File: src/rtl/decode_params.svh
// -------------------------------------------------
// Decode stage parameters
// Data width, register address width and the
// RV32I major opcodes
// -------------------------------------------------
`ifndef DECODE_PARAMS_SVH
`define DECODE_PARAMS_SVH

`define XLEN        32
`define REG_ADDR_W  5

// Major opcodes, instr[6:0]
`define OPC_LUI     7'b0110111
`define OPC_AUIPC   7'b0010111
`define OPC_JAL     7'b1101111
`define OPC_JALR    7'b1100111
`define OPC_BRANCH  7'b1100011
`define OPC_LOAD    7'b0000011
`define OPC_STORE   7'b0100011
`define OPC_OP_IMM  7'b0010011
`define OPC_OP      7'b0110011

`endif

File: src/rtl/decode_pkg.sv
// -------------------------------------------------
// Decode package
// Micro-op encodings and the structs that carry
// immediates, operand selects and the decoded uop
// -------------------------------------------------
`include "decode_params.svh"

package decode_pkg;

    // ALU micro-ops
    typedef enum logic [3:0] {
        ALU_NOP  = 4'd0,
        ALU_ADD  = 4'd1,
        ALU_SUB  = 4'd2,
        ALU_AND  = 4'd3,
        ALU_OR   = 4'd4,
        ALU_XOR  = 4'd5,
        ALU_SLL  = 4'd6,
        ALU_SRL  = 4'd7,
        ALU_SRA  = 4'd8,
        ALU_SLT  = 4'd9,
        ALU_SLTU = 4'd10
    } alu_op_t;

    // Load/store micro-ops
    typedef enum logic [3:0] {
        LSU_NONE = 4'd0,
        LSU_LB   = 4'd1,
        LSU_LBU  = 4'd2,
        LSU_LH   = 4'd3,
        LSU_LHU  = 4'd4,
        LSU_LW   = 4'd5,
        LSU_SB   = 4'd6,
        LSU_SH   = 4'd7,
        LSU_SW   = 4'd8
    } lsu_op_t;

    // Control flow micro-ops
    typedef enum logic [3:0] {
        CFU_NOP  = 4'd0,
        CFU_BEQ  = 4'd1,
        CFU_BNE  = 4'd2,
        CFU_BLT  = 4'd3,
        CFU_BGE  = 4'd4,
        CFU_BLTU = 4'd5,
        CFU_BGEU = 4'd6,
        CFU_JAL  = 4'd7,
        CFU_J    = 4'd8
    } cfu_op_t;

    // Immediate format picked for operand B
    typedef enum logic [2:0] {
        IMM_I = 3'd0,
        IMM_S = 3'd1,
        IMM_B = 3'd2,
        IMM_U = 3'd3,
        IMM_J = 3'd4
    } imm_kind_t;

    typedef struct packed {
        logic [`XLEN-1:0] i;
        logic [`XLEN-1:0] s;
        logic [`XLEN-1:0] b;
        logic [`XLEN-1:0] u;
        logic [`XLEN-1:0] j;
    } imm_set_t;

    typedef struct packed {
        logic      a_rs1;
        logic      a_pc;
        logic      b_rs2;
        logic      b_imm;
        logic      c_rs2;
        logic      c_imm;
        logic      c_npc;
        imm_kind_t b_kind;   // Only meaningful with b_imm
    } opr_sel_t;

    typedef struct packed {
        logic [`XLEN-1:0]       pc;
        logic [`XLEN-1:0]       opr_a;
        logic [`XLEN-1:0]       opr_b;
        logic [`XLEN-1:0]       opr_c;
        logic [`REG_ADDR_W-1:0] rd;
        alu_op_t                alu_op;
        lsu_op_t                lsu_op;
        cfu_op_t                cfu_op;
        logic [31:0]            instr;   // Kept for trace
    } decode_uop_t;

endpackage

File: src/rtl/imm_extract.sv
// -------------------------------------------------
// Immediate extraction
// Builds the sign-extended I, S, B, U and J
// immediates of an RV32I instruction word
// -------------------------------------------------
`timescale 1ns/1ps
`include "decode_params.svh"

module imm_extract
    import decode_pkg::*;
(
    input  logic [`XLEN-1:0] instr,
    output imm_set_t         imms
);

    logic sign;

    assign sign = instr[31];   // All formats sign-extend from bit 31

    // -------------------------------------------------
    // I and S formats
    // -------------------------------------------------
    assign imms.i = {{(`XLEN-12){sign}}, instr[31:20]};

    assign imms.s = {{(`XLEN-12){sign}}, instr[31:25], instr[11:7]};

    // -------------------------------------------------
    // B format, halfword aligned
    // -------------------------------------------------
    assign imms.b = {
        {(`XLEN-13){sign}},
        instr[31],
        instr[7],
        instr[30:25],
        instr[11:8],
        1'b0
    };

    // Upper immediate, low 12 bits zero
    assign imms.u = {{(`XLEN-32){sign}}, instr[31:12], 12'b0};

    // -------------------------------------------------
    // J format, halfword aligned
    // -------------------------------------------------
    assign imms.j = {
        {(`XLEN-21){sign}},
        instr[31],
        instr[19:12],
        instr[20],
        instr[30:21],
        1'b0
    };

endmodule

File: src/rtl/instr_classify.sv
// -------------------------------------------------
// Instruction classifier
// Decodes opcode, funct3 and funct7 into ALU, LSU
// and CFU micro-ops plus operand select flags
// -------------------------------------------------
`timescale 1ns/1ps
`include "decode_params.svh"

module instr_classify
    import decode_pkg::*;
(
    input  logic [`XLEN-1:0] instr,
    input  imm_set_t         imms,
    output opr_sel_t         sel,
    output alu_op_t          alu_op,
    output lsu_op_t          lsu_op,
    output cfu_op_t          cfu_op,
    output logic             jal
);

    logic [6:0] opcode;
    logic [2:0] funct3;
    logic [6:0] funct7;
    logic [6:0] shift_f7;   // Upper I-imm bits, funct7 of shift-immediates
    logic       known;

    assign opcode   = instr[6:0];
    assign funct3   = instr[14:12];
    assign funct7   = instr[31:25];
    assign shift_f7 = imms.i[11:5];

    always_comb begin
        alu_op = ALU_NOP;
        lsu_op = LSU_NONE;
        cfu_op = CFU_NOP;
        sel    = '0;
        jal    = 1'b0;
        known  = 1'b1;
        case (opcode)
            `OPC_LUI: begin
                alu_op     = ALU_OR;   // Zero OR U-imm
                sel.b_imm  = 1'b1;
                sel.b_kind = IMM_U;
            end
            `OPC_AUIPC: begin
                alu_op     = ALU_ADD;
                sel.a_pc   = 1'b1;
                sel.b_imm  = 1'b1;
                sel.b_kind = IMM_U;
            end
            `OPC_JAL: begin
                cfu_op     = CFU_JAL;
                jal        = 1'b1;
                sel.a_pc   = 1'b1;
                sel.b_imm  = 1'b1;
                sel.b_kind = IMM_J;
                sel.c_npc  = 1'b1;   // Link address
            end
            `OPC_JALR: begin
                // Target depends on rs1, resolved in execute
                cfu_op     = CFU_JAL;
                known      = (funct3 == 3'b000);
                sel.a_rs1  = 1'b1;
                sel.b_imm  = 1'b1;
                sel.b_kind = IMM_I;
                sel.c_npc  = 1'b1;
            end
            `OPC_BRANCH: begin
                alu_op    = ALU_SUB;
                sel.a_rs1 = 1'b1;
                sel.b_rs2 = 1'b1;
                sel.c_imm = 1'b1;   // Branch offset
                case (funct3)
                    3'b000:  cfu_op = CFU_BEQ;
                    3'b001:  cfu_op = CFU_BNE;
                    3'b100:  cfu_op = CFU_BLT;
                    3'b101:  cfu_op = CFU_BGE;
                    3'b110:  cfu_op = CFU_BLTU;
                    3'b111:  cfu_op = CFU_BGEU;
                    default: known  = 1'b0;
                endcase
            end
            `OPC_LOAD: begin
                alu_op     = ALU_ADD;   // Address calculation
                sel.a_rs1  = 1'b1;
                sel.b_imm  = 1'b1;
                sel.b_kind = IMM_I;
                case (funct3)
                    3'b000:  lsu_op = LSU_LB;
                    3'b001:  lsu_op = LSU_LH;
                    3'b010:  lsu_op = LSU_LW;
                    3'b100:  lsu_op = LSU_LBU;
                    3'b101:  lsu_op = LSU_LHU;
                    default: known  = 1'b0;
                endcase
            end
            `OPC_STORE: begin
                alu_op     = ALU_ADD;
                sel.a_rs1  = 1'b1;
                sel.b_imm  = 1'b1;
                sel.b_kind = IMM_S;
                sel.c_rs2  = 1'b1;   // Store data
                case (funct3)
                    3'b000:  lsu_op = LSU_SB;
                    3'b001:  lsu_op = LSU_SH;
                    3'b010:  lsu_op = LSU_SW;
                    default: known  = 1'b0;
                endcase
            end
            `OPC_OP_IMM: begin
                sel.a_rs1  = 1'b1;
                sel.b_imm  = 1'b1;
                sel.b_kind = IMM_I;
                case (funct3)
                    3'b000: alu_op = ALU_ADD;
                    3'b001: begin
                        if (shift_f7 == 7'b0000000) alu_op = ALU_SLL;
                        else                        known  = 1'b0;
                    end
                    3'b010: alu_op = ALU_SLT;
                    3'b011: alu_op = ALU_SLTU;
                    3'b100: alu_op = ALU_XOR;
                    3'b101: begin
                        if (shift_f7 == 7'b0000000)      alu_op = ALU_SRL;
                        else if (shift_f7 == 7'b0100000) alu_op = ALU_SRA;
                        else                             known  = 1'b0;
                    end
                    3'b110: alu_op = ALU_OR;
                    3'b111: alu_op = ALU_AND;
                endcase
            end
            `OPC_OP: begin
                sel.a_rs1 = 1'b1;
                sel.b_rs2 = 1'b1;
                if (funct7 == 7'b0000000) begin
                    case (funct3)
                        3'b000: alu_op = ALU_ADD;
                        3'b001: alu_op = ALU_SLL;
                        3'b010: alu_op = ALU_SLT;
                        3'b011: alu_op = ALU_SLTU;
                        3'b100: alu_op = ALU_XOR;
                        3'b101: alu_op = ALU_SRL;
                        3'b110: alu_op = ALU_OR;
                        3'b111: alu_op = ALU_AND;
                    endcase
                end else if (funct7 == 7'b0100000 && funct3 == 3'b000) begin
                    alu_op = ALU_SUB;
                end else if (funct7 == 7'b0100000 && funct3 == 3'b101) begin
                    alu_op = ALU_SRA;
                end else begin
                    known = 1'b0;
                end
            end
            default: known = 1'b0;   // System, fence and reserved
        endcase

        // Unknown instructions carry no work and no operands
        if (!known) begin
            alu_op = ALU_NOP;
            lsu_op = LSU_NONE;
            cfu_op = CFU_NOP;
            sel    = '0;
            jal    = 1'b0;
        end
    end

endmodule

File: src/rtl/operand_gather.sv
// -------------------------------------------------
// Operand gather
// AND-OR selection of operands A, B and C from
// register data, PC, next PC and the immediates
// -------------------------------------------------
`timescale 1ns/1ps
`include "decode_params.svh"

module operand_gather
    import decode_pkg::*;
(
    input  opr_sel_t         sel,
    input  imm_set_t         imms,
    input  logic [`XLEN-1:0] rs1_data,
    input  logic [`XLEN-1:0] rs2_data,
    input  logic [`XLEN-1:0] pc,
    input  logic [`XLEN-1:0] npc,
    output logic [`XLEN-1:0] opr_a,
    output logic [`XLEN-1:0] opr_b,
    output logic [`XLEN-1:0] opr_c
);

    logic [`XLEN-1:0] b_imm;

    // Immediate for operand B by format
    assign b_imm =
        ({`XLEN{sel.b_kind == IMM_I}} & imms.i) |
        ({`XLEN{sel.b_kind == IMM_S}} & imms.s) |
        ({`XLEN{sel.b_kind == IMM_B}} & imms.b) |
        ({`XLEN{sel.b_kind == IMM_U}} & imms.u) |
        ({`XLEN{sel.b_kind == IMM_J}} & imms.j);

    // -------------------------------------------------
    // Operands, zero when nothing is selected
    // -------------------------------------------------
    assign opr_a =
        ({`XLEN{sel.a_rs1}} & rs1_data) |
        ({`XLEN{sel.a_pc }} & pc      );

    assign opr_b =
        ({`XLEN{sel.b_rs2}} & rs2_data) |
        ({`XLEN{sel.b_imm}} & b_imm   );

    assign opr_c =
        ({`XLEN{sel.c_rs2}} & rs2_data) |
        ({`XLEN{sel.c_imm}} & imms.b  ) |   // Branch offset
        ({`XLEN{sel.c_npc}} & npc     );

endmodule

File: src/rtl/decode_issue.sv
// -------------------------------------------------
// Decode issue
// JAL redirect, instruction acceptance and the
// one-deep decode-to-execute register
// -------------------------------------------------
`timescale 1ns/1ps
`include "decode_params.svh"

module decode_issue
    import decode_pkg::*;
(
    input  logic             g_clk,
    input  logic             rst_n,
    input  logic             flush,
    input  logic             s1_valid,
    input  logic [`XLEN-1:0] s1_instr,
    input  logic [`XLEN-1:0] s1_pc,
    input  logic             jal,
    input  logic [`XLEN-1:0] imm_j,
    input  logic [`XLEN-1:0] opr_a,
    input  logic [`XLEN-1:0] opr_b,
    input  logic [`XLEN-1:0] opr_c,
    input  alu_op_t          alu_op,
    input  lsu_op_t          lsu_op,
    input  cfu_op_t          cfu_op,
    input  logic             cf_ack,
    input  logic             s2_ready,
    output logic             s1_eat,
    output logic             cf_valid,
    output logic [`XLEN-1:0] cf_target,
    output logic             s2_valid,
    output decode_uop_t      s2_uop
);

    logic        cf_wait;
    logic        reg_free;
    decode_uop_t n_uop;

    // -------------------------------------------------
    // Redirect for JAL, target known at decode
    // -------------------------------------------------
    assign cf_valid  = s1_valid && jal;
    assign cf_target = s1_pc + imm_j;
    assign cf_wait   = cf_valid && !cf_ack;   // Hold the JAL until fetch acks

    assign reg_free = !s2_valid || s2_ready;
    assign s1_eat   = s1_valid && !cf_wait && !flush && reg_free;

    always_comb begin
        n_uop        = '0;
        n_uop.pc     = s1_pc;
        n_uop.opr_a  = opr_a;
        n_uop.opr_b  = opr_b;
        n_uop.opr_c  = opr_c;
        n_uop.rd     = s1_instr[11:7];
        n_uop.alu_op = alu_op;
        n_uop.lsu_op = lsu_op;
        n_uop.cfu_op = cfu_op;
        n_uop.instr  = s1_instr;
    end

    // -------------------------------------------------
    // Decode to execute register
    // -------------------------------------------------
    always_ff @(posedge g_clk) begin
        if (!rst_n || flush) begin
            s2_valid <= 1'b0;
            s2_uop   <= '0;
        end else if (s1_eat) begin
            s2_valid <= 1'b1;
            s2_uop   <= n_uop;
        end else if (s2_ready) begin
            s2_valid <= 1'b0;   // Drained, nothing new
        end
    end

    // Execute must see a steady uop while it stalls
    a_uop_stable : assert property (
        @(posedge g_clk) disable iff (!rst_n)
        (s2_valid && !s2_ready && !flush) |=> $stable(s2_uop)
    );

    // Nothing enters the execute register while a redirect waits for its ack
    a_no_eat_cf_wait : assert property (
        @(posedge g_clk) disable iff (!rst_n)
        (cf_valid && !cf_ack && (!s2_valid || s2_ready)) |=> !s2_valid
    );

endmodule

File: src/rtl/core_decode.sv
// -------------------------------------------------
// Decode and operand gather stage, RV32I
// Top level joining immediates, classifier,
// operand gather and issue register
// -------------------------------------------------
`timescale 1ns/1ps
`include "decode_params.svh"

module core_decode
    import decode_pkg::*;
(
    input  logic                   g_clk,
    input  logic                   rst_n,
    input  logic                   flush,
    // Fetch side
    input  logic                   s1_valid,
    input  logic [`XLEN-1:0]       s1_instr,
    input  logic [`XLEN-1:0]       s1_pc,
    input  logic [`XLEN-1:0]       s1_npc,
    output logic                   s1_eat,
    // Redirect
    output logic                   cf_valid,
    input  logic                   cf_ack,
    output logic [`XLEN-1:0]       cf_target,
    // Register file
    output logic [`REG_ADDR_W-1:0] rs1_addr,
    input  logic [`XLEN-1:0]       rs1_data,
    output logic [`REG_ADDR_W-1:0] rs2_addr,
    input  logic [`XLEN-1:0]       rs2_data,
    // Execute
    output logic                   s2_valid,
    input  logic                   s2_ready,
    output decode_uop_t            s2_uop
);

    imm_set_t         imms;
    opr_sel_t         sel;
    alu_op_t          alu_op;
    lsu_op_t          lsu_op;
    cfu_op_t          cfu_op;
    logic             jal;
    logic [`XLEN-1:0] opr_a;
    logic [`XLEN-1:0] opr_b;
    logic [`XLEN-1:0] opr_c;

    // Register addresses straight from the encoding
    assign rs1_addr = s1_instr[19:15];
    assign rs2_addr = s1_instr[24:20];

    imm_extract u_imm_extract (
        .instr (s1_instr),
        .imms  (imms)
    );

    instr_classify u_instr_classify (
        .instr  (s1_instr),
        .imms   (imms),
        .sel    (sel),
        .alu_op (alu_op),
        .lsu_op (lsu_op),
        .cfu_op (cfu_op),
        .jal    (jal)
    );

    operand_gather u_operand_gather (
        .sel      (sel),
        .imms     (imms),
        .rs1_data (rs1_data),
        .rs2_data (rs2_data),
        .pc       (s1_pc),
        .npc      (s1_npc),
        .opr_a    (opr_a),
        .opr_b    (opr_b),
        .opr_c    (opr_c)
    );

    decode_issue u_decode_issue (
        .g_clk     (g_clk),
        .rst_n     (rst_n),
        .flush     (flush),
        .s1_valid  (s1_valid),
        .s1_instr  (s1_instr),
        .s1_pc     (s1_pc),
        .jal       (jal),
        .imm_j     (imms.j),
        .opr_a     (opr_a),
        .opr_b     (opr_b),
        .opr_c     (opr_c),
        .alu_op    (alu_op),
        .lsu_op    (lsu_op),
        .cfu_op    (cfu_op),
        .cf_ack    (cf_ack),
        .s2_ready  (s2_ready),
        .s1_eat    (s1_eat),
        .cf_valid  (cf_valid),
        .cf_target (cf_target),
        .s2_valid  (s2_valid),
        .s2_uop    (s2_uop)
    );

endmodule

File: config.mk
export PLATFORM = sky130hd
export DESIGN_NAME = core_decode
export DESIGN_NICKNAME = d
export VERILOG_FILES = /design/src/rtl/decode_pkg.sv /design/src/rtl/imm_extract.sv /design/src/rtl/instr_classify.sv /design/src/rtl/operand_gather.sv /design/src/rtl/decode_issue.sv /design/src/rtl/core_decode.sv
export VERILOG_INCLUDE_DIRS = /design/src /design/src/rtl
export SDC_FILE = /design/constraint.sdc
export NUM_CORES = 1
export LEC_CHECK = 0
export ABC_AREA = 1
export BUFFER_PORTS_ARGS = -buffer_cell sky130_fd_sc_hd__buf_2
export CORE_AREA = 2 2 152 154
export DETAILED_ROUTE_END_ITERATION = 12
export DIE_AREA = 0 0 154 156
export GPL_TIMING_DRIVEN = 0
export MAX_ROUTING_LAYER = met4
export PLACE_DENSITY = 0.8
export SYNTH_ARGS = -nofsm -noshare
export SYNTH_HDL_FRONTEND = slang
export SYNTH_SLANG_ARGS = --single-unit
File: constraint.sdc
create_clock -name g_clk -period 2.95 [get_ports g_clk]
set_input_delay 0.4425 -clock g_clk [delete_from_list [all_inputs] [get_ports g_clk]]
set_output_delay 0.4425 -clock g_clk [all_outputs]
set_load 0.02 [all_outputs]
==> results of run 1 <==
[synth_stat cells, types with 2 or more instances]
master     count
buf_8          2
buf_6          6
inv_1        170
nor2_2         2
or2_1          7
nor4_1         2
xnor2_1        6
o21bai_1       4
nand4_1       45
o21ai_0       68
o211ai_1       8
a21oi_1      108
ha_1          30
buf_1          9
dfxtp_1      172
buf_2         36
or2_2          5
xor2_1        21
nand2_1      353
or2_0         17
buf_4         18
nor3_1         7
nand3b_1       3
a21o_1         7
o2111ai_1      3
nor2_4         2
a31oi_1        7
nand3_2       10
inv_2         24
o211a_1        2
nand2_2        2
nand2_4        3
o21a_1        44
nor2_1        63
nand3_1      273
clkbuf_1      45
[layout by cell type, fill, tap and decap left out, types with 3 or more instances in the layout]
cell type / synthesis / final
o21ai_1: 1 / 5
o211ai_1: 8 / 8
o2111ai_1: 3 / 3
ha_1: 30 / 27
nand4_1: 45 / 45
nor2_2: 2 / 3
o21ai_0: 68 / 64
clkinv_8: 0 / 4
nor2_1: 63 / 62
buf_6: 6 / 8
nand2_2: 2 / 3
inv_2: 24 / 25
buf_1: 9 / 9
buf_4: 18 / 21
a31oi_1: 7 / 7
nor3_1: 7 / 7
or2_2: 5 / 5
clkbuf_1: 45 / 45
nand3_2: 10 / 10
clkbuf_16: 0 / 17
nand2_1: 353 / 352
ha_4: 0 / 3
inv_1: 170 / 169
a21o_1: 7 / 7
o21a_1: 44 / 44
diode_2: 0 / 5
dfxtp_1: 172 / 172
buf_2: 36 / 417
nand3_1: 273 / 273
nand2_4: 3 / 3
a21oi_1: 108 / 107
nand3b_1: 3 / 3
inv_6: 0 / 5
or2_1: 7 / 7
or2_0: 17 / 17
xor2_1: 21 / 20
xnor2_1: 6 / 6
[layout make-up]
type / count / area, um2 / share of cell area, %
diodes: 5 / 12.51 / 0.09211
clock buffers: 17 / 425.4 / 3.132
inverters: 194 / 728.2 / 5.361
plain buffers: 116 / 615.6 / 4.532
well taps: 285 / 356.6 / 2.625
clock inverters: 14 / 176.4 / 1.299
repair buffers: 388 / 1967 / 14.48
multi-input cells: 1112 / 5859 / 43.13
flip-flops and latches: 172 / 3443 / 25.35
[power by group]
part           switching (uW)  total, uW  leakage (uW)  internal, uW
clock                    1150       2360      0.000286          1210
combinational            1030       1510       0.00546           484
sequential               31.1       2410       0.00139          2380
total                    2210       6280       0.00714          4070
[flip-flops by register name, indices dropped and copies added, names as in the netlist]
signal                   flops
u_decode_issue.s2_valid      1
u_decode_issue.s2_uop      171
[cells by family after synthesis]
| kind of cell | share of synthesized area (%) |
|---|---|
| adder cells (fa/ha/maj) | 3.737 |
| other | 0.03544 |
| XOR/XNOR | 2.235 |
| buffers and inverters | 12.70 |
| AND/OR/NAND/NOR | 34.83 |
| AO/OA/AOI/OAI | 13.92 |
| flip-flops | 32.54 |
[repair_timing]
action | in CTS | in global routing
setup buffers | 1 | 1
endpoints found under the setup margin | 9 | 13
pin swaps | 2 | 2
resized for setup | 10 | 13
[final timing paths]
check                                                               end  cells past startpoint
worst min-delay path              u_decode_issue.s2_uop[1]$_SDFFE_PP0P_                      3
worst min register to register  u_decode_issue.s2_uop[175]$_SDFFE_PP0P_                      2
worst max register to register  u_decode_issue.s2_uop[120]$_SDFFE_PP0P_                     11
worst max-delay path                                      cf_target[25]                     10
[layer usage]
metal	GRT usage, %	vias to the layer above	share of wire (%)
li1	-	6059	-
met1	43.32	5944	38
met2	64.94	729	47
met3	8.556	151	9.3
met4	20.56	0	5.5
met5	-	-	0
[stage by stage]
step	total power [uW]	setup WS, ps	cell area, um2	utilization [%]
after global placement	3907	-382.8	12870	57.54
after global routing	6481	-1.869	13580	60.73
after CTS	6247	6.060	13510	60.39
final	6280	50.77	13580	60.74
after detailed placement	3909	-345.9	12870	57.54
after floorplan	3289	259.9	10580	-
[worst reg2reg max path, stage by stage, from the launching register on]
cell and delay (ps):
dfxtp_1 310, inv_1 50, nor2_1 30, inv_1 70, nand4_2 260, inv_2 210, buf_2 290, clkbuf_1 610
nand3_1 170, nand3_1 140, nand2_1 60, inv_1 70
==> flow_metrics.tcl, run 1 <==
set metrics [dict create \
    status "finished, final reports clean" \
    synth_edf_count 0 \
    relSlewSlack_pct 50.71 \
    io-pin-count 388 \
    dr.pass1.iters 6 \
    synth_top_area_share_pct 32.54 \
    via_per_inst 5.594 \
    rows 55 \
    drv_slew 0 \
    timing.hold.ws_ps 276.4 \
    rsz0062_at_grt "true" \
    dp.final_hpwl_mm 37.92 \
    p_leak_uw 0.007137 \
    syn_nets 1791 \
    core_area_mm2 0.02237 \
    ys_top_cells_by_area "dfxtp_1, nand3_1, nand2_1, inv_1, a21oi_1" \
    min_path_type "primary input to flop" \
    synth_cells 1594 \
    finalSetupTns_ps 0 \
    critPathLaunchType "primary input" \
    avgSynthCellArea_um2 6.637 \
    ir_drop_uv 349.3 \
    drc 0 \
    antenna_found_initial 4 \
    syn_to_final_growth_pct 28.39 \
    synth_area_mm2 0.01058 \
    arrival_ps 2460 \
    crit_chain "buf_2 -> ha_4 -> a21oi_1 -> nand2_2 -> buf_4 -> nand3_1 -> nand3_1 -> a21oi_1 -> xnor2_1 -> buf_2" \
    finClkSkew_ps 16.95 \
    drv_cap 0 \
    seq_area_frac_synth_pct 32.54 \
    grt_use_total_pct 38.73 \
    required_ps 2510 \
    worst_path_dominant_cell_family "buffers and inverters" \
    ctsRootBufferMaster "clkbuf_16" \
    cp_max_fo 5 \
    final.min_clock_period_ps 2899 \
    synth_top_area_cell "dfxtp_1" \
    cts.sinks 172 \
    clock_path_buffers 2 \
    r2r-start "u_decode_issue.s2_valid$_SDFFE_PP0P_" \
    slowest_delay_ps 300 \
    nNetsFinal 2198 \
    place_congestion 1.013 \
    netlist-cell-type-count 46 \
    crit_slowest_cell "buf_2" \
    tightest_slew_ps 739.3 \
    wire_per_inst_um 20.41 \
    drt-total-wl_mm 47.00 \
    hold_viol_final 0 \
    portBuffers 386 \
    vias 12880 \
    htree_levels 4 \
    die_x_um 154 \
    yosys_warnings 0 \
    finalCritPeriodShare_pct 98.28 \
    drive_above_1_share_pct 27.02 \
    cts_buffers 17 \
    power.density_mw_per_mm2 462.3 \
    crit_start "s1_instr[24]" \
    max_freq_ghz 0.3449 \
    dp.cells 2265 \
    cts_hold_buf 0 \
    die_h_um 156 \
    synth.ff_latch_count 172 \
    cts_tree "built" \
    setup_violations 0 \
    async_flop_share_pct 0 \
    crit_path_end_kind "output pin" \
    grt_max_degree 19 \
    drt_iter0_markers 1046 \
    grt_pass1_wl_mm 68.73 \
    fillCellCount 2169 \
    ant_nets 0 \
    crit_buf_inv 3 \
    clock_latency_ps 440 \
    start_util_pct 47.31 \
    overflow 0 \
    hold_start "s1_instr[1]" \
    clkTransAtPathRegs_ps 80 \
    reg2reg_slack_ps 650 \
    grt_pass1_vias 12230 \
    instances_no_fill 2303 \
    ys.flop_type "dfxtp_1" \
    critPathKind "primary input to output pin" \
    die-area_mm2 0.02402 \
]
Power figures use the tool's default switching activity.
==> run 2, diff against run 1 <==
Settings changed: ABC_AREA 1 to 0, PLACE_DENSITY 0.8 to 0.72, SLEW_MARGIN set to 20.
==> run 2 against run 1 <==
The flow now finishes with violations (negative setup slack). Largest power group unchanged. Clock power is 5% lower. Critical path depth up 1. Highest routed layer unchanged. Maximum frequency is 13% lower. Worst setup slack lost 420 ps.
==> flow_metrics.tcl, run 2 <==
set metrics [dict create \
    finalCritPeriodShare_pct 112.5 \
    top_register "u_decode_issue.s2_uop" \
    syn_to_final_growth_pct 45.38 \
    setup_ws_ps -370.2 \
    crit_chain "buf_6 -> ha_4 -> a211oi_4 -> nor2_2 -> a21o_1 -> o21a_1 -> or4_1 -> and3_4 -> a221oi_4 -> xnor2_2 -> buf_6" \
    instances_no_fill 1875 \
    crit_slowest_cell "or4_1" \
    antenna_found_initial 0 \
    tightest_slew_ps 932.4 \
    drv_cap 0 \
    finalSetupTns_ps -941.3 \
    wire_per_inst_um 21.72 \
    status "finished with violations" \
    failed_checks "negative setup slack" \
    syn_nets 1335 \
    ir_drop_uv 339.7 \
    grt_use_total_pct 33.25 \
    drt-total-wl_mm 40.72 \
    required_ps 2510 \
    cts_tree "built" \
    synth_compound_area_share_pct 29.82 \
    crit_top_cell "buf_6" \
    synth_area_mm2 0.008820 \
    min_path_type "primary input to flop" \
    ant_nets 0 \
    dp.final_hpwl_mm 29.92 \
    seq_area_frac_synth_pct 39.04 \
    final.min_clock_period_ps 3320 \
    rsz0062_at_grt "true" \
    clkTransAtPathRegs_ps 80 \
    largest_reg_flops 171 \
    final_cell_mix "buf_2, dfxtp_1, nand2_1" \
    ys.flop_type "dfxtp_1" \
    timing.hold.ws_ps 247.9 \
    drt_iter0_markers 935 \
    num_antenna_cells 0 \
    final_common_cell "buf_2" \
    grt_pass1_vias 10160 \
    place_ws_ps -1124 \
    critPathLaunchType "primary input" \
    hold_viol_final 0 \
    via_per_inst 5.787 \
    crit_start "s1_instr[28]" \
    drive_above_1_share_pct 35.47 \
    grt_max_degree 19 \
    critPathKind "primary input to output pin" \
    p_leak_uw 0.005733 \
    synthAdderAreaFrac_pct 4.483 \
    io-pin-count 388 \
    place_congestion 0.9774 \
    htree_levels 4 \
    start_util_pct 39.43 \
    crit_path_end_kind "output pin" \
    slowest_delay_ps 480 \
    final_util_pct 57.33 \
    cp_max_fo 7 \
    avgSynthCellArea_um2 7.750 \
    top_regs "u_decode_issue.s2_uop: 171 flops, u_decode_issue.s2_valid: 1 flops" \
    synth_top_area_share_pct 39.04 \
    netlist-cell-type-count 61 \
    die_h_um 156 \
    die_x_um 154 \
    clock_latency_ps 440 \
    synth_edf_count 0 \
    synth-simple-area-share_pct 17.69 \
    dp.cells 1806 \
    synth_top_family_by_area "compound AO/OA/AOI/OAI gates" \
    rows 55 \
    synth_cells 1138 \
    synthTopCellsByCount "dfxtp_1, nand2_1, a21oi_1" \
    setup_violations 8 \
    cts_hold_buf 0 \
    dr.pass1.iters 8 \
    drv_slew 0 \
    portBuffers 383 \
    ctsRootBufferMaster "clkbuf_16" \
    r2r-start "u_decode_issue.s2_valid$_SDFFE_PP0P_" \
    cts.sinks 172 \
    synth.ff_latch_count 172 \
    cts_buffers 17 \
    power.density_mw_per_mm2 495.0 \
    arrival_ps 2880 \
    grt_pass1_wl_mm 59.52 \
    die-area_mm2 0.02402 \
    hold_start "rs2_data[15]" \
    vias 10850 \
    reg2reg_slack_ps 470 \
    yosys_warnings 0 \
    clock_path_buffers 2 \
    synth-xor-area-share_pct 2.979 \
    synth.area.mux_share_pct 0 \
    ys_top_cells_by_area "dfxtp_1, a21oi_1, o21ai_0, nand2_1, a221oi_1" \
    max_freq_ghz 0.3012 \
    relSlewSlack_pct 37.36 \
    drc 0 \
    overflow 0 \
    finClkSkew_ps 7.615 \
    synth_top_area_cell "dfxtp_1" \
    async_flop_share_pct 0 \
    yosysMostFrequentCell "dfxtp_1" \
    nNetsFinal 1774 \
    core_area_mm2 0.02237 \
]
==> run 2: layer usage <==
| metal | track usage [%] | wire, um | up-vias |
|---|---|---|---|
| li1 | - | - | 4978 |
| met5 | - | 0 | - |
| met3 | 7.750 | 3959 | 103 |
| met2 | 55.20 | 19280 | 605 |
| met1 | 38.87 | 15750 | 5164 |
| met4 | 13.80 | 1734 | 0 |
==> run 2: repair_timing <==
action                                  4_1_cts  5_1_grt
setup buffers                                24       18
endpoints found under the setup margin      156       98
pin swaps                                    34       32
resized for setup                           104       62
==> run 2: cells by family after synthesis <==
| kind of cell | after synthesis |
|---|---|
| compound gates | 432 |
| xor+xnor | 30 |
| fa+ha+maj | 31 |
| buf+inv | 118 |
| flops | 172 |
| other cells | 1 |
| simple gates | 354 |
==> run 2: final timing paths <==
check / end / cells after the start
worst max-delay path: cf_target[30] / 11
worst min-delay path: u_decode_issue.s2_uop[96]$_SDFFE_PP0P_ / 3
worst max register to register: u_decode_issue.s2_uop[152]$_SDFFE_PP0P_ / 8
worst min register to register: u_decode_issue.s2_uop[149]$_SDFFE_PP0P_ / 2
==> run 2: report_power, final <==
part	switching, uW	internal [uW]	total (uW)
sequential	32.0	2390	2420
combinational	1020	662	1680
clock	1130	1130	2250
total	2170	4170	6350
==> run 2: per-stage QoR <==
step / power (uW) / instance area (um2)
4_1_cts: 6193 / 12410
5_1_grt: 6575 / 12820
3_3_place_gp: 3824 / 11200
6_report: 6347 / 12820
2_1_floorplan: 3274 / 8930
3_5_place_dp: 3834 / 11200
==> run 2: critical path: cells and delay by family <==
family          cells  cell delay, ps
fa+ha+maj           1             270
compound gates      4            1000
simple gates        3             740
xor+xnor            1             150
buf+inv             2             270
==> run 2: area by class of cell <==
class | count | area (um2)
buffer | 104 | 478.0
clock buffer | 17 | 425.4
clock inverter | 15 | 148.9
fill | 2059 | 9543
inverter | 11 | 45.04
multi-input combinational | 848 | 5489
sequential | 172 | 3443
tap | 285 | 356.6
timing repair buffer | 423 | 2436
==> run 3, diff against run 2 <==
==> constraint.sdc (replaced) <==
create_clock -name g_clk -period 2.95 [get_ports g_clk]
set_input_delay 0.885 -clock g_clk [delete_from_list [all_inputs] [get_ports g_clk]]
set_output_delay 0.885 -clock g_clk [all_outputs]
set_load 0.02 [all_outputs]
==> run 3 against run 2 <==
The flow still finishes with violations (negative setup slack). Combinational power is 9% higher. Sequential power hardly changed. Worst setup slack worse by 950 ps. Clock power hardly changed. Final area is 4.7% higher. Flip-flop and latch count stayed put. Die area stayed put. Via count is 1.5% higher. Cell count is 1.1% higher. Sequential share of layout area is 1.2 points lower. Non-clock buffer count is 22 higher.
==> flow_metrics.tcl, run 3 (synthesized netlist as in run 2, its figures left out) <==
set metrics [dict create \
    status "finished with violations" \
    failed_checks "negative setup slack" \
    final.min_clock_period_ps 4273 \
    p_leak_uw 0.006036 \
    wire_per_inst_um 21.24 \
    final_util_pct 60.03 \
    crit_buf_inv 2 \
    final_common_cell "buf_2" \
    power_frac_comb_pct 28.2 \
    p_sw_share_pct 33.90 \
    die_h_um 156 \
    dr.pass1.iters 6 \
    grt_use_total_pct 32.99 \
    relSlewSlack_pct 38.61 \
    cts_tree "built" \
    critPathKind "primary input to output pin" \
    crit_path_end_kind "output pin" \
    grt_max_degree 19 \
    clkTransAtPathRegs_ps 70 \
    via_per_inst 5.806 \
    top_regs "u_decode_issue.s2_uop: 171 flops, u_decode_issue.s2_valid: 1 flops" \
    critPathLaunchType "primary input" \
    drv_slew 0 \
    io-pin-count 388 \
    reg2reg_depth 11 \
    hold_start "u_decode_issue.s2_uop[175]$_SDFFE_PP0P_" \
    die-area_mm2 0.02402 \
    p_clk_share_pct 34.5 \
    place_congestion 0.9520 \
    vias 11010 \
    clock_latency_ps 430 \
    p_switching_uw 2200 \
    crit_slowest_cell "or4_1" \
    fillCellCount 2045 \
    r2r-start "u_decode_issue.s2_valid$_SDFFE_PP0P_" \
    largest_reg_flops 171 \
    max_freq_ghz 0.2340 \
    slowest_delay_ps 490 \
    portBuffers 383 \
    crit_chain "buf_4 -> ha_4 -> o21ai_2 -> nor2_2 -> a21o_1 -> o21a_1 -> or4_1 -> and3_4 -> a221oi_4 -> xnor2_2 -> buf_4" \
    drive_above_1_share_pct 39.73 \
    ctsRootBufferMaster "clkbuf_16" \
    dp.final_hpwl_mm 29.45 \
    grt_pass1_wl_mm 59.40 \
    p_int_uw 4289 \
    cts.sinks 172 \
    syn_to_final_growth_pct 52.22 \
    place_ws_ps -1505 \
    setup_violations 28 \
    ir_drop_uv 283.8 \
    cts_buffers 17 \
    die_x_um 154 \
    finClkSkew_ps 13.74 \
    drc 0 \
    whs_path_depth 2 \
    ant_nets 0 \
    nNetsFinal 1796 \
    top_register "u_decode_issue.s2_uop" \
    antenna_found_initial 0 \
    hold_viol_final 0 \
    arrival_ps 3390 \
    drt-total-wl_mm 40.28 \
    tightest_slew_ps 913.8 \
    cp_max_fo 7 \
    clock_path_buffers 2 \
    htree_levels 4 \
    finalCritPeriodShare_pct 144.8 \
    final_cell_mix "buf_2, dfxtp_1, nand2_1" \
    num_antenna_cells 0 \
    drt_iter0_markers 984 \
    crit_top_cell "buf_4" \
    min_path_type "flop to flop" \
    reg2reg_to "u_decode_issue.s2_uop[25]$_SDFFE_PP0P_" \
    reg2reg_slack_ps 780 \
    finalPower_uw 6488 \
    worst_path_dominant_cell_family "compound AO/OA/AOI/OAI gates" \
    timing.hold.ws_ps 452.6 \
    seqPwrFrac_pct 37.2 \
    core_area_mm2 0.02237 \
    rows 55 \
    holdPathEnd "u_decode_issue.s2_uop[175]$_SDFFE_PP0P_" \
    power.density_mw_per_mm2 483.3 \
    overflow 0 \
    start_util_pct 39.43 \
    rsz0062_at_grt "true" \
    setup_ws_ps -1323 \
    drv_cap 0 \
    required_ps 2070 \
    grt_pass1_vias 10190 \
]
run 3: power groups by stage:
| stage | Combinational [uW] | Clock [uW] | Sequential (uW) |
|---|---|---|---|
| after floorplan | 807 | 0 | 2550 |
| after global placement | 1440 | 0 | 2470 |
| after detailed placement | 1450 | 0 | 2470 |
| after CTS | 1700 | 2260 | 2420 |
| after global routing | 1940 | 2350 | 2420 |
| final | 1830 | 2240 | 2420 |
run 3: how the worst max path moves through the flow:
stage                          to          from  cells past startpoint  slack, ps
floorplan           cf_target[30]  s1_instr[25]                      9       -900
global placement    cf_target[30]  s1_instr[25]                     11      -1500
detailed placement  cf_target[30]  s1_instr[25]                     11      -1510
CTS                 cf_target[30]      s1_pc[5]                     11      -1280
global route        cf_target[30]      s1_pc[6]                     12      -1370
finish              cf_target[30]  s1_instr[29]                     11      -1320
run 3: what timing repair did:
action / CTS / global route
hold buffers: 0 / 0
setup buffers: 42 / 25
setup endpoints to repair: 197 / 119
gates resized for setup: 170 / 66
pin swaps: 54 / 47
run 3: per-layer routing:
metal	vias to the layer above	wire length, um	track usage [%]
li1	5023	-	-
met1	5281	16490	41.46
met2	594	19110	53.62
met3	110	3077	5.333
met4	0	1598	12.46
met5	-	0	-
run 3: per-stage QoR:
step / cells / TNS, ps / instance area [um2]
after detailed placement: 1806 / -158810 / 11530
after global routing: 1896 / -23030 / 13430
after global placement: 1806 / -148290 / 11530
after CTS: 1874 / -18900 / 13010
after floorplan: 1138 / -9295 / 9259
final: 1896 / -21090 / 13430
run 3: final cells by class:
| cell class | count | area (um2) | share of cell area (%) |
|---|---|---|---|
| repair buffers | 446 | 2714 | 20.21 |
| inverters | 11 | 48.80 | 0.3635 |
| flip-flops and latches | 172 | 3443 | 25.65 |
| well taps | 285 | 356.6 | 2.656 |
| clock inverters | 14 | 141.4 | 1.053 |
| plain buffers | 103 | 564.3 | 4.203 |
| clock buffers | 17 | 425.4 | 3.169 |
| multi-input cells | 848 | 5732 | 42.69 |
run 3: worst reg2reg max path, delay by kind of cell, from the launching register on:
| family | cells | cell delay (ps) |
|---|---|---|
| buffers and inverters | 6 | 1100 |
| and+or+nand+nor | 4 | 500 |
| DFF | 1 | 310 |
| AOI/OAI and AO/OA | 1 | 180 |
